## config.mk

```make
export PLATFORM = sky130hd
export DESIGN_NAME = adc_processing
export DESIGN_NICKNAME = d
export VERILOG_FILES = /design/src/common/adc_pkg.sv /design/src/hw/window_comparator.sv /design/src/calibration/calibration.sv /design/src/decimator/averaging_decimator.sv /design/src/hw/adc_control_unit.sv /design/src/hw/adc_processing.sv
export SDC_FILE = /design/constraint.sdc
export NUM_CORES = 1
export LEC_CHECK = 0
export ABC_AREA = 0
export ABC_CLOCK_PERIOD_IN_PS = 7570
export BUFFER_PORTS_ARGS = -buffer_cell sky130_fd_sc_hd__buf_2
export CORE_ASPECT_RATIO = 1.5
export CORE_MARGIN = 2
export CORE_UTILIZATION = 45
export DETAILED_ROUTE_END_ITERATION = 16
export SLEW_MARGIN = 20
export SYNTH_ARGS = -nofsm -noshare
export SYNTH_HDL_FRONTEND = slang
export SYNTH_HIERARCHICAL = 1
export SYNTH_SLANG_ARGS = --single-unit
```

## constraint.sdc

```tcl
create_clock -name clock -period 7.57 [get_ports clock]
set_input_delay 0 -clock clock [delete_from_list [all_inputs] [get_ports clock]]
set_output_delay 0 -clock clock [all_outputs]
set_load 0.01 [all_outputs]
```

## src/common/adc_pkg.sv

```systemverilog
package adc_pkg;

    // Sample and channel format
    localparam int SAMPLE_WIDTH = 16;
    localparam int N_CHANNELS = 4;
    localparam int CHANNEL_WIDTH = 2;

    typedef logic signed [SAMPLE_WIDTH-1:0] sample_t;
    typedef logic [CHANNEL_WIDTH-1:0] channel_t;

    // Decimator sizing, accumulator holds 2^MAX_DECIMATION_LOG2 full-scale samples
    localparam int MAX_DECIMATION_LOG2 = 4;
    localparam int DECIMATION_WIDTH = 3;
    localparam int ACC_WIDTH = SAMPLE_WIDTH + MAX_DECIMATION_LOG2;

    localparam int SHIFT_WIDTH = 4;

    // Register bus
    localparam int REG_ADDR_WIDTH = 5;
    localparam int REG_DATA_WIDTH = 16;

    localparam logic [REG_ADDR_WIDTH-1:0] REG_OFFSET_BASE = 5'd0;
    localparam logic [REG_ADDR_WIDTH-1:0] REG_SHIFT_BASE = 5'd4;
    localparam logic [REG_ADDR_WIDTH-1:0] REG_CONTROL = 5'd8;
    localparam logic [REG_ADDR_WIDTH-1:0] REG_DECIMATION = 5'd9;
    localparam logic [REG_ADDR_WIDTH-1:0] REG_CLEAR = 5'd10;
    localparam logic [REG_ADDR_WIDTH-1:0] REG_FAST_THRESH_BASE = 5'd11;
    localparam logic [REG_ADDR_WIDTH-1:0] REG_SLOW_THRESH_BASE = 5'd15;
    localparam logic [REG_ADDR_WIDTH-1:0] REG_STATUS = 5'd19;

    // Threshold order inside one comparator group
    localparam int N_THRESHOLDS = 4;
    localparam int TH_HIGH_TRIP = 0;
    localparam int TH_HIGH_RELEASE = 1;
    localparam int TH_LOW_TRIP = 2;
    localparam int TH_LOW_RELEASE = 3;

    // Extremes of the sample range, so nothing trips out of reset
    localparam sample_t THRESH_HIGH_RESET = 16'sh7fff;
    localparam sample_t THRESH_LOW_RESET = 16'sh8000;

endpackage

```

## src/hw/window_comparator.sv

```systemverilog
module window_comparator (
    input  logic             clock,
    input  logic             reset,
    input  adc_pkg::sample_t sample,
    input  logic             sample_valid,
    input  adc_pkg::sample_t thresholds [adc_pkg::N_THRESHOLDS],
    input  logic             latch_mode,
    input  logic             clear_latch,
    output logic            trip_high,
    output logic            trip_low
);
    import adc_pkg::*;

    logic set_high;
    logic set_low;
    logic release_high;
    logic release_low;

    // Trip conditions only count on a valid sample
    assign set_high = sample_valid && (sample > thresholds[TH_HIGH_TRIP]);
    assign set_low = sample_valid && (sample < thresholds[TH_LOW_TRIP]);

    // Hysteresis releases on the inner threshold, latch mode only on an explicit clear
    assign release_high = latch_mode ? clear_latch :
                          (sample_valid && (sample < thresholds[TH_HIGH_RELEASE]));
    assign release_low = latch_mode ? clear_latch :
                         (sample_valid && (sample > thresholds[TH_LOW_RELEASE]));

    always_ff @(posedge clock) begin
        if (reset) begin
            trip_high <= 1'b0;
            trip_low <= 1'b0;
        end else begin
            // A new trip takes priority over a release in the same cycle
            if (set_high)
                trip_high <= 1'b1;
            else if (release_high)
                trip_high <= 1'b0;

            if (set_low)
                trip_low <= 1'b1;
            else if (release_low)
                trip_low <= 1'b0;
        end
    end

endmodule

```

## src/calibration/calibration.sv

```systemverilog
module calibration (
    input  logic                            clock,
    input  logic                            reset,
    input  adc_pkg::sample_t                in_data,
    input  adc_pkg::channel_t               in_channel,
    input  logic                            in_valid,
    input  adc_pkg::sample_t                offset [adc_pkg::N_CHANNELS],
    input  logic [adc_pkg::SHIFT_WIDTH-1:0] shift [adc_pkg::N_CHANNELS],
    input  logic                            shift_enable,
    output adc_pkg::sample_t                out_data,
    output adc_pkg::channel_t               out_channel,
    output logic                            out_valid
);
    import adc_pkg::*;

    localparam sample_t SAMPLE_MAX = 16'sh7fff;
    localparam sample_t SAMPLE_MIN = 16'sh8000;

    sample_t ch_offset;
    logic [SHIFT_WIDTH-1:0] ch_shift;
    sample_t shifted;
    logic signed [SAMPLE_WIDTH:0] sum;
    sample_t saturated;

    // Coefficients of the channel being processed
    assign ch_offset = offset[in_channel];
    assign ch_shift = shift[in_channel];

    always_comb begin
        shifted = shift_enable ? (in_data >>> ch_shift) : in_data;
        // One extra bit catches overflow of the offset add
        sum = (SAMPLE_WIDTH + 1)'(shifted) + (SAMPLE_WIDTH + 1)'(ch_offset);
        if (sum[SAMPLE_WIDTH] != sum[SAMPLE_WIDTH-1])
            saturated = sum[SAMPLE_WIDTH] ? SAMPLE_MIN : SAMPLE_MAX;
        else
            saturated = sum[SAMPLE_WIDTH-1:0];
    end

    always_ff @(posedge clock) begin
        if (reset)
            out_valid <= 1'b0;
        else
            out_valid <= in_valid;
    end

    always_ff @(posedge clock) begin
        if (in_valid) begin
            out_data <= saturated;
            out_channel <= in_channel;
        end
    end

endmodule

```

## src/decimator/averaging_decimator.sv

```systemverilog
module averaging_decimator (
    input  logic                                 clock,
    input  logic                                 reset,
    input  adc_pkg::sample_t                     in_data,
    input  adc_pkg::channel_t                    in_channel,
    input  logic                                 in_valid,
    input  logic [adc_pkg::DECIMATION_WIDTH-1:0] decimation_log2,
    input  logic                                 restart,
    output adc_pkg::sample_t                     out_data,
    output adc_pkg::channel_t                    out_channel,
    output logic                                 out_valid
);
    import adc_pkg::*;

    localparam int COUNT_WIDTH = MAX_DECIMATION_LOG2 + 1;

    logic signed [ACC_WIDTH-1:0] acc [N_CHANNELS];
    logic [COUNT_WIDTH-1:0] count [N_CHANNELS];

    logic signed [ACC_WIDTH-1:0] base_acc;
    logic [COUNT_WIDTH-1:0] base_count;
    logic signed [ACC_WIDTH-1:0] next_acc;
    logic [COUNT_WIDTH-1:0] next_count;
    logic [COUNT_WIDTH-1:0] ratio;
    logic dump;
    logic signed [ACC_WIDTH-1:0] average;

    always_comb begin
        // A restart cycle treats the incoming sample as the first of a new block
        base_acc = restart ? '0 : acc[in_channel];
        base_count = restart ? '0 : count[in_channel];
        next_acc = base_acc + ACC_WIDTH'(in_data);
        next_count = base_count + 1'b1;
        ratio = COUNT_WIDTH'(1) << decimation_log2;
        dump = in_valid && (next_count >= ratio);
        // Arithmetic shift floors toward minus infinity
        average = next_acc >>> decimation_log2;
    end

    always_ff @(posedge clock) begin
        if (reset) begin
            for (int i = 0; i < N_CHANNELS; i++) begin
                acc[i] <= '0;
                count[i] <= '0;
            end
            out_valid <= 1'b0;
        end else begin
            if (restart) begin
                for (int i = 0; i < N_CHANNELS; i++) begin
                    acc[i] <= '0;
                    count[i] <= '0;
                end
            end
            // Per-channel accumulate, dump on the 2^k-th sample of that channel
            if (in_valid) begin
                if (dump) begin
                    acc[in_channel] <= '0;
                    count[in_channel] <= '0;
                end else begin
                    acc[in_channel] <= next_acc;
                    count[in_channel] <= next_count;
                end
            end
            out_valid <= dump;
        end
    end

    always_ff @(posedge clock) begin
        if (dump) begin
            out_data <= average[SAMPLE_WIDTH-1:0];
            out_channel <= in_channel;
        end
    end

endmodule

```

## src/hw/adc_control_unit.sv

```systemverilog
module adc_control_unit (
    input  logic                                   clock,
    input  logic                                   reset,
    input  logic                                   reg_write,
    input  logic                                   reg_read,
    input  logic [adc_pkg::REG_ADDR_WIDTH-1:0]     reg_addr,
    input  logic [adc_pkg::REG_DATA_WIDTH-1:0]     reg_wdata,
    output logic [adc_pkg::REG_DATA_WIDTH-1:0]     reg_rdata,
    output adc_pkg::sample_t                       offset [adc_pkg::N_CHANNELS],
    output logic [adc_pkg::SHIFT_WIDTH-1:0]        shift [adc_pkg::N_CHANNELS],
    output logic                                   shift_enable,
    output logic [adc_pkg::DECIMATION_WIDTH-1:0]   decimation_log2,
    output logic                                   decimation_restart,
    output adc_pkg::sample_t                       fast_thresholds [adc_pkg::N_THRESHOLDS],
    output adc_pkg::sample_t                       slow_thresholds [adc_pkg::N_THRESHOLDS],
    output logic                                   fast_latch_mode,
    output logic                                   slow_latch_mode,
    output logic                                   fast_clear_latch,
    output logic                                   slow_clear_latch,
    input  logic                                   fast_trip_high,
    input  logic                                   fast_trip_low,
    input  logic                                   slow_trip_high,
    input  logic                                   slow_trip_low,
    output logic                                   fault
);
    import adc_pkg::*;

    logic [2:0] control;
    logic [DECIMATION_WIDTH-1:0] decimation_reg;
    logic [2:0] clear_pulse;
    logic fault_clear;
    logic any_trip;
    logic [REG_DATA_WIDTH-1:0] rd_value;

    assign shift_enable = control[0];
    assign fast_latch_mode = control[1];
    assign slow_latch_mode = control[2];

    // Exponents above the accumulator headroom behave as the maximum
    assign decimation_log2 = (decimation_reg > DECIMATION_WIDTH'(MAX_DECIMATION_LOG2)) ?
                             DECIMATION_WIDTH'(MAX_DECIMATION_LOG2) : decimation_reg;

    assign fast_clear_latch = clear_pulse[0];
    assign slow_clear_latch = clear_pulse[1];
    assign fault_clear = clear_pulse[2];

    assign any_trip = fast_trip_high | fast_trip_low | slow_trip_high | slow_trip_low;

    // Configuration registers
    always_ff @(posedge clock) begin
        if (reset) begin
            control <= '0;
            decimation_reg <= '0;
            for (int i = 0; i < N_CHANNELS; i++) begin
                offset[i] <= '0;
                shift[i] <= '0;
            end
            for (int j = 0; j < N_THRESHOLDS; j += 2) begin
                fast_thresholds[j] <= (j < TH_LOW_TRIP) ? THRESH_HIGH_RESET : THRESH_LOW_RESET;
                fast_thresholds[j+1] <= (j < TH_LOW_TRIP) ? THRESH_HIGH_RESET : THRESH_LOW_RESET;
                slow_thresholds[j] <= (j < TH_LOW_TRIP) ? THRESH_HIGH_RESET : THRESH_LOW_RESET;
                slow_thresholds[j+1] <= (j < TH_LOW_TRIP) ? THRESH_HIGH_RESET : THRESH_LOW_RESET;
            end
        end else if (reg_write) begin
            for (int i = 0; i < N_CHANNELS; i++) begin
                if (reg_addr == REG_OFFSET_BASE + REG_ADDR_WIDTH'(i))
                    offset[i] <= sample_t'(reg_wdata);
                if (reg_addr == REG_SHIFT_BASE + REG_ADDR_WIDTH'(i))
                    shift[i] <= reg_wdata[SHIFT_WIDTH-1:0];
            end
            for (int j = 0; j < N_THRESHOLDS; j++) begin
                if (reg_addr == REG_FAST_THRESH_BASE + REG_ADDR_WIDTH'(j))
                    fast_thresholds[j] <= sample_t'(reg_wdata);
                if (reg_addr == REG_SLOW_THRESH_BASE + REG_ADDR_WIDTH'(j))
                    slow_thresholds[j] <= sample_t'(reg_wdata);
            end
            if (reg_addr == REG_CONTROL)
                control <= reg_wdata[2:0];
            if (reg_addr == REG_DECIMATION)
                decimation_reg <= reg_wdata[DECIMATION_WIDTH-1:0];
        end
    end

    // Single-cycle strobes from REG_CLEAR and REG_DECIMATION writes
    always_ff @(posedge clock) begin
        if (reset) begin
            clear_pulse <= '0;
            decimation_restart <= 1'b0;
        end else begin
            clear_pulse <= (reg_write && reg_addr == REG_CLEAR) ? reg_wdata[2:0] : 3'b000;
            decimation_restart <= reg_write && reg_addr == REG_DECIMATION;
        end
    end

    // Sticky fault, a pending trip always wins over a clear
    always_ff @(posedge clock) begin
        if (reset)
            fault <= 1'b0;
        else if (any_trip)
            fault <= 1'b1;
        else if (fault_clear)
            fault <= 1'b0;
    end

    // Readback mux, unmapped addresses read zero
    always_comb begin
        rd_value = '0;
        for (int i = 0; i < N_CHANNELS; i++) begin
            if (reg_addr == REG_OFFSET_BASE + REG_ADDR_WIDTH'(i))
                rd_value = offset[i];
            if (reg_addr == REG_SHIFT_BASE + REG_ADDR_WIDTH'(i))
                rd_value = REG_DATA_WIDTH'(shift[i]);
        end
        for (int j = 0; j < N_THRESHOLDS; j++) begin
            if (reg_addr == REG_FAST_THRESH_BASE + REG_ADDR_WIDTH'(j))
                rd_value = fast_thresholds[j];
            if (reg_addr == REG_SLOW_THRESH_BASE + REG_ADDR_WIDTH'(j))
                rd_value = slow_thresholds[j];
        end
        if (reg_addr == REG_CONTROL)
            rd_value = REG_DATA_WIDTH'(control);
        if (reg_addr == REG_DECIMATION)
            rd_value = REG_DATA_WIDTH'(decimation_reg);
        if (reg_addr == REG_STATUS)
            rd_value = REG_DATA_WIDTH'({fault, slow_trip_low, slow_trip_high,
                                        fast_trip_low, fast_trip_high});
    end

    // Read data holds until the next read strobe
    always_ff @(posedge clock) begin
        if (reg_read)
            reg_rdata <= rd_value;
    end

endmodule

```

## src/hw/adc_processing.sv

```systemverilog
module adc_processing (
    input  logic                               clock,
    input  logic                               reset,
    input  adc_pkg::sample_t                   sample_data,
    input  adc_pkg::channel_t                  sample_channel,
    input  logic                               sample_valid,
    input  logic                               reg_write,
    input  logic                               reg_read,
    input  logic [adc_pkg::REG_ADDR_WIDTH-1:0] reg_addr,
    input  logic [adc_pkg::REG_DATA_WIDTH-1:0] reg_wdata,
    output logic [adc_pkg::REG_DATA_WIDTH-1:0] reg_rdata,
    output adc_pkg::sample_t                   fast_data,
    output adc_pkg::channel_t                  fast_channel,
    output logic                               fast_valid,
    output adc_pkg::sample_t                   filtered_data,
    output adc_pkg::channel_t                  filtered_channel,
    output logic                               filtered_valid,
    output logic [1:0]                         trip_high,
    output logic [1:0]                         trip_low,
    output logic                               fault
);
    import adc_pkg::*;

    sample_t offset [N_CHANNELS];
    logic [SHIFT_WIDTH-1:0] shift [N_CHANNELS];
    logic shift_enable;
    logic [DECIMATION_WIDTH-1:0] decimation_log2;
    logic decimation_restart;
    sample_t fast_thresholds [N_THRESHOLDS];
    sample_t slow_thresholds [N_THRESHOLDS];
    logic fast_latch_mode;
    logic slow_latch_mode;
    logic fast_clear_latch;
    logic slow_clear_latch;

    adc_control_unit control_unit (
        .clock(clock),
        .reset(reset),
        .reg_write(reg_write),
        .reg_read(reg_read),
        .reg_addr(reg_addr),
        .reg_wdata(reg_wdata),
        .reg_rdata(reg_rdata),
        .offset(offset),
        .shift(shift),
        .shift_enable(shift_enable),
        .decimation_log2(decimation_log2),
        .decimation_restart(decimation_restart),
        .fast_thresholds(fast_thresholds),
        .slow_thresholds(slow_thresholds),
        .fast_latch_mode(fast_latch_mode),
        .slow_latch_mode(slow_latch_mode),
        .fast_clear_latch(fast_clear_latch),
        .slow_clear_latch(slow_clear_latch),
        .fast_trip_high(trip_high[0]),
        .fast_trip_low(trip_low[0]),
        .slow_trip_high(trip_high[1]),
        .slow_trip_low(trip_low[1]),
        .fault(fault)
    );

    // Fast protection looks at the raw ADC codes
    window_comparator fast_cmp (
        .clock(clock),
        .reset(reset),
        .sample(sample_data),
        .sample_valid(sample_valid),
        .thresholds(fast_thresholds),
        .latch_mode(fast_latch_mode),
        .clear_latch(fast_clear_latch),
        .trip_high(trip_high[0]),
        .trip_low(trip_low[0])
    );

    calibration calibrator (
        .clock(clock),
        .reset(reset),
        .in_data(sample_data),
        .in_channel(sample_channel),
        .in_valid(sample_valid),
        .offset(offset),
        .shift(shift),
        .shift_enable(shift_enable),
        .out_data(fast_data),
        .out_channel(fast_channel),
        .out_valid(fast_valid)
    );

    averaging_decimator decimator (
        .clock(clock),
        .reset(reset),
        .in_data(fast_data),
        .in_channel(fast_channel),
        .in_valid(fast_valid),
        .decimation_log2(decimation_log2),
        .restart(decimation_restart),
        .out_data(filtered_data),
        .out_channel(filtered_channel),
        .out_valid(filtered_valid)
    );

    // Slow protection works on the averaged stream
    window_comparator slow_cmp (
        .clock(clock),
        .reset(reset),
        .sample(filtered_data),
        .sample_valid(filtered_valid),
        .thresholds(slow_thresholds),
        .latch_mode(slow_latch_mode),
        .clear_latch(slow_clear_latch),
        .trip_high(trip_high[1]),
        .trip_low(trip_low[1])
    );

endmodule

```

======== Word-level counts from Yosys, hierarchy flattened ========
Memories as Yosys holds them, arrays and structs flattened. A register that Yosys moved wholly into a read port is not among the register bits.
Cells that the tools add are included.
Widths: inputs -> output; s select.
word-level totals
  register bits after elaboration ......... 277
  bits in writable memories ............... 100
  bits of input ports ..................... 44
  output and inout port bits .............. 59
  memories kept ........................... 2
memories
  memory           depth  width  rd ports  clocked after memory_dff  write ports  RTL line                   RTL
  decimator.acc    4      20     1         1                         5            averaging_decimator.sv:17  logic signed [ACC_WIDTH-1:0] acc [N_CHANNELS];
  decimator.count  4      5      1         1                         5            averaging_decimator.sv:18  logic [COUNT_WIDTH-1:0] count [N_CHANNELS];
operators by class
  add/sub/neg operators ................... 3
  $lt $le $gt $ge ......................... 11
  eq/ne operators ......................... 20
  shift operators ......................... 3
  mux-type cells .......................... 70
  bitwise operators ....................... 15
  reductions and logical operators ........ 37
operator list
  operator             number
  $mux 16              21
  $mux 20              6
  $gt 16x16->1         4
  $lt 16x16->1         4
  $mux 5               9
  $eq 5x4->1 const B   8
  $reduce_and 2->1     18
  $bmux 16 s2          1
  $mux 1               27
  $add 20x16->20       1
  $eq 5x3->1 const B   4
  $eq 5x5->1 const B   4
  $sshr 20x3->16       1
  $add 16x16->17       1
  $sshr 16x4->16       1
  $or 1x1->1           13
  $logic_and 1x1->1    11
  $eq 5x2->1 const B   2
  $reduce_bool 2->1    5
  $bmux 4 s2           1
  $mux 4               2
  $add 5x1->5 const B  1
  $eq 5x1->1 const B   1
  $ge 5x5->1           1
  11 further kinds     12

======== Depth between registers and ports, before layout ========
  depth after elaboration ................. 20
  mapped depth ............................ 18
  mapped depth without buffers ............ 15

======== By module ========
Netlist, hierarchy kept.
by module, submodules not included
  module               times used  cells an instance  area an instance (µm²)
  adc_control_unit     1           1381               10890.4
  averaging_decimator  1           585                6826.5
  window_comparator    2           230                1676.6
  calibration          1           276                2736.4

======== Worst setup path before layout ========
No wires, ideal clock.
  kind .................................... reg-to-reg
  from .................................... register calibrator/out_channel[0] (netlist name)
  to ...................................... register decimator.out_data[11], data pin
  library setup time ...................... 149 ps
  arrival time ............................ 4205 ps
  required time ........................... 7421 ps
  slack ................................... 3216 ps
  stages on the path, launching flop included .. 14
  path buffers ............................ 2
  period minus slack after synthesis ...... 4354 ps
  cell sequence ........................... edfxtp_1 buf_2 buf_2 mux4_2 nor2b_1 ha_1 fa_1 a211oi_1 o211ai_2 a311oi_4 o21ai_0 xnor2_1 mux4_2 mux2i_1
RTL lines
  element               RTL line                   RTL
  to (signal assigned)  averaging_decimator.sv:70  out_data <= average[SAMPLE_WIDTH-1:0];
  to (decl)             averaging_decimator.sv:9   output adc_pkg::sample_t out_data,

==> metrics.md <==
| Metric | Value |
|---|---|
| Status | finished, final reports clean |
| Tot GR Track Use | 0.304 |
| Initial antenna violation count | 2 |
| Final Cycle Share | 0.645 |
| FILL cells | 4953 |
| Num CTS Buffers | 40 |
| Max FFs per register | 80 |
| Worst-path clk slew | 0.06 ns |
| Most common cell after layout, fill and taps aside | nand2_1 |
| Root Driver | clkbuf_16 |
| Pin count of the biggest net entering global routing | 120 |
| Core Util, Final | 0.499 |
| Post-CTS setup buffers | 0 |
| DRC | 0 |
| Post-route cell area | 0.0261 mm^2 |
| Synth Flop Type | dfxtp_1 |
| First-pass GRT wire length | 126 mm |
| Routability congestion estimate | 0.942 |
| Post-Syn Nets | 2913 |
| Routed Antenna Nets | 0 |
| Vias per Instance | 6.07 |
| Slew Limit Fails | 0 |
| Startpoint Class | flip-flop |
| Clk_lat worst skew | 0.56 ns |
| Final wirelength | 83.5 mm |
| Biggest register | decimator/acc |
| TritonCTS clock tree | built |
| Nets | 2925 |
| Drt first-iter violations | 1590 |
| Die X-Extent | 192 um |
| Die area | 0.0548 mm^2 |
| IO Count | 103 |
| Layout cells sized above 1 | 0.112 |
| Vias | 20800 |
| Core ar. | 0.0525 mm^2 |
| Die Ht | 286 um |
| WS Path Type | reg -> reg |
| Slew HR | 0.267 |
| TritonCTS sink count | 377 |
| Register bit total from synthesis | 377 |
| Ys Warns | 6 |
| Cts hold-fix bufs | 19 |
| Hpwl dp | 62.2 mm |
| IO buf count | 102 |
| Placed Area | 0.0246 mm^2 |
| Synth-to-layout area growth | 9.83% |
| # setup viols final | 0 |
| H-tree levels | 2 |
| Final setup skew | 0.0343 ns |
| Worst-path fanout max | 16 |
| Fraction of registers with async set or reset after synthesis | 0 |
| Overflow after GRT | 0 |
| Hold Path Stages | 1 |
| Synth Area per Inst | 8.81 um^2 |
| Resized Gates After CTS | 0 |
| # Max-Cap Violations | 0 |
| Synth cell types | 94 |
| Leakage | 10.5 nW |
| CTS Buffer Depth | 3 |
| First-pass DRT Iterations | 6 |
| EDFF count, synth | 152 |
| Initial core utilization | 0.454 |
| Most frequent cells in the layout | nand2_1 (447), a21oi_1 (249), dfxtp_1 (225), nor2_1 (220), ha_1 (165) |
| F_max | 205 MHz |
| Cell Rows | 103 |
| Setup TNS | 0 ns |
| VDD IR max | 0.163 mV |
| Critical Path End Type | flip-flop |
| Worst min path class | in -> reg |
| Unrepaired setup endpoints after global routing | no |
| Worst-Margin Slew | 1.10 ns |
| Tmin final | 4.88 ns |
| Worst r2r path cells | 11 |
| Register area share after synthesis | 0.381 |
| Fin. Hold Viols | 0 |
| Arr. time, crit path | 5.27 ns |
| Worst path required time | 7.96 ns |
| Worst setup margin | 2.69 ns |
| Pre-CTS setup slack | 2.45 ns |
| Vias in the first global route | 20600 |
| Wire per inst | 24.4 um |
| Mapped Area | 0.0238 mm^2 |
| Cell Pwr Density | 199 mW/mm^2 |
| Post-synthesis cell count | 2702 |
[cells by family after synthesis]
family                     after synthesis  synth area share
AOI/OAI and AO/OA                      613             0.164
xor gates and xnor gates                39            0.0143
adders and majority gates              170            0.0897
buffers and inverters                  324            0.0560
DFF                                    377             0.381
muxes                                  168            0.0972
and+or+nand+nor                       1011             0.198
[power by group]
group,switching [W],internal [W]
clock,0.000841,0.00115
sequential,0.0000694,0.00220
combinational,0.000609,0.000345
[synthesized netlist by cell type, types with 15 or more instances]
| cell type | number | area share |
|---|---|---|
| nor2b_1 | 62 | 0.016 |
| o211ai_1 | 23 | 0.0073 |
| a211o_1 | 19 | 0.0070 |
| ha_1 | 165 | 0.087 |
| mux2_2 | 22 | 0.010 |
| buf_2 | 38 | 0.0080 |
| a221oi_1 | 15 | 0.0055 |
| nand2b_1 | 29 | 0.0076 |
| a21o_1 | 37 | 0.012 |
| nand4_1 | 28 | 0.0074 |
| nor2_1 | 223 | 0.035 |
| nand2_1 | 448 | 0.071 |
| mux4_2 | 48 | 0.045 |
| o22ai_1 | 16 | 0.0042 |
| inv_1 | 142 | 0.022 |
| edfxtp_1 | 152 | 0.19 |
| o221ai_1 | 17 | 0.0063 |
| nand3b_1 | 59 | 0.019 |
| a211oi_1 | 30 | 0.0095 |
| xnor2_1 | 23 | 0.0085 |
| dfxtp_1 | 225 | 0.19 |
| clkbuf_1 | 121 | 0.019 |
| nand3_1 | 56 | 0.012 |
| nor3_1 | 27 | 0.0057 |
| a21oi_1 | 249 | 0.052 |
| o21ai_0 | 96 | 0.020 |
| a31oi_1 | 15 | 0.0039 |
| xor2_1 | 16 | 0.0059 |
| mux2i_1 | 97 | 0.041 |
[layout make-up]
| class | count | area (um^2) | share of cell area |
|---|---|---|---|
| antenna | 1 | 2.50 | 0.0000957 |
| clock buffer | 53 | 1170 | 0.0446 |
| tap | 682 | 853 | 0.0326 |
| multi-input combinational | 2001 | 13500 | 0.514 |
| sequential | 377 | 9070 | 0.347 |
| inverter | 143 | 537 | 0.0205 |
| clock inverter | 17 | 136 | 0.00522 |
| timing repair buffer | 151 | 932 | 0.0356 |
[final timing paths]
| path | startpoint | to | slack [ns] |
|---|---|---|---|
| hold reg to reg | control_unit/fast_thresholds[47] | control_unit/fast_thresholds[47] | 0.48 |
| setup / recovery | calibrator/out_channel[0] | decimator/out_data[11] | 2.69 |
| hold / removal | sample_channel[1] | calibrator/out_channel[1] | 0.08 |
| setup reg to reg | calibrator/out_channel[0] | decimator/out_data[11] | 2.69 |
[per-layer routing]
layer	global-route usage	vias up	share of wire	wire, um
met4	0.177	2	0.065	5440
met5	0	-	0.00016	13
met3	0.0451	234	0.059	4930
met1	0.353	10100	0.38	31900
li1	-	9675	-	-
met2	0.526	799	0.49	41300
[critical path: stages (launching register included)]
cell	delay (ns)
edfxtp_1	0.96
mux4_2	0.60
nor2b_1	0.15
ha_1	0.24
fa_1	0.42
a211oi_1	0.47
o211ai_2	0.20
a311oi_4	0.55
o21ai_0	0.28
xnor2_1	0.18
mux4_2	0.51
mux2i_1	0.15
[metrics by stage]
stage / total power [W] / hold WS (ns) / std cells
detailed placement: 0.00324 / 0.415 / 3335
CTS: 0.00524 / 0.0433 / 3424
floorplan: 0.00291 / 0.0716 / 2702
finish: 0.00521 / 0.0759 / 3425
global placement: 0.00323 / 0.415 / 3335
global route: 0.00540 / 0.0864 / 3424
No activity file was read; power rests on OpenSTA's default activity.
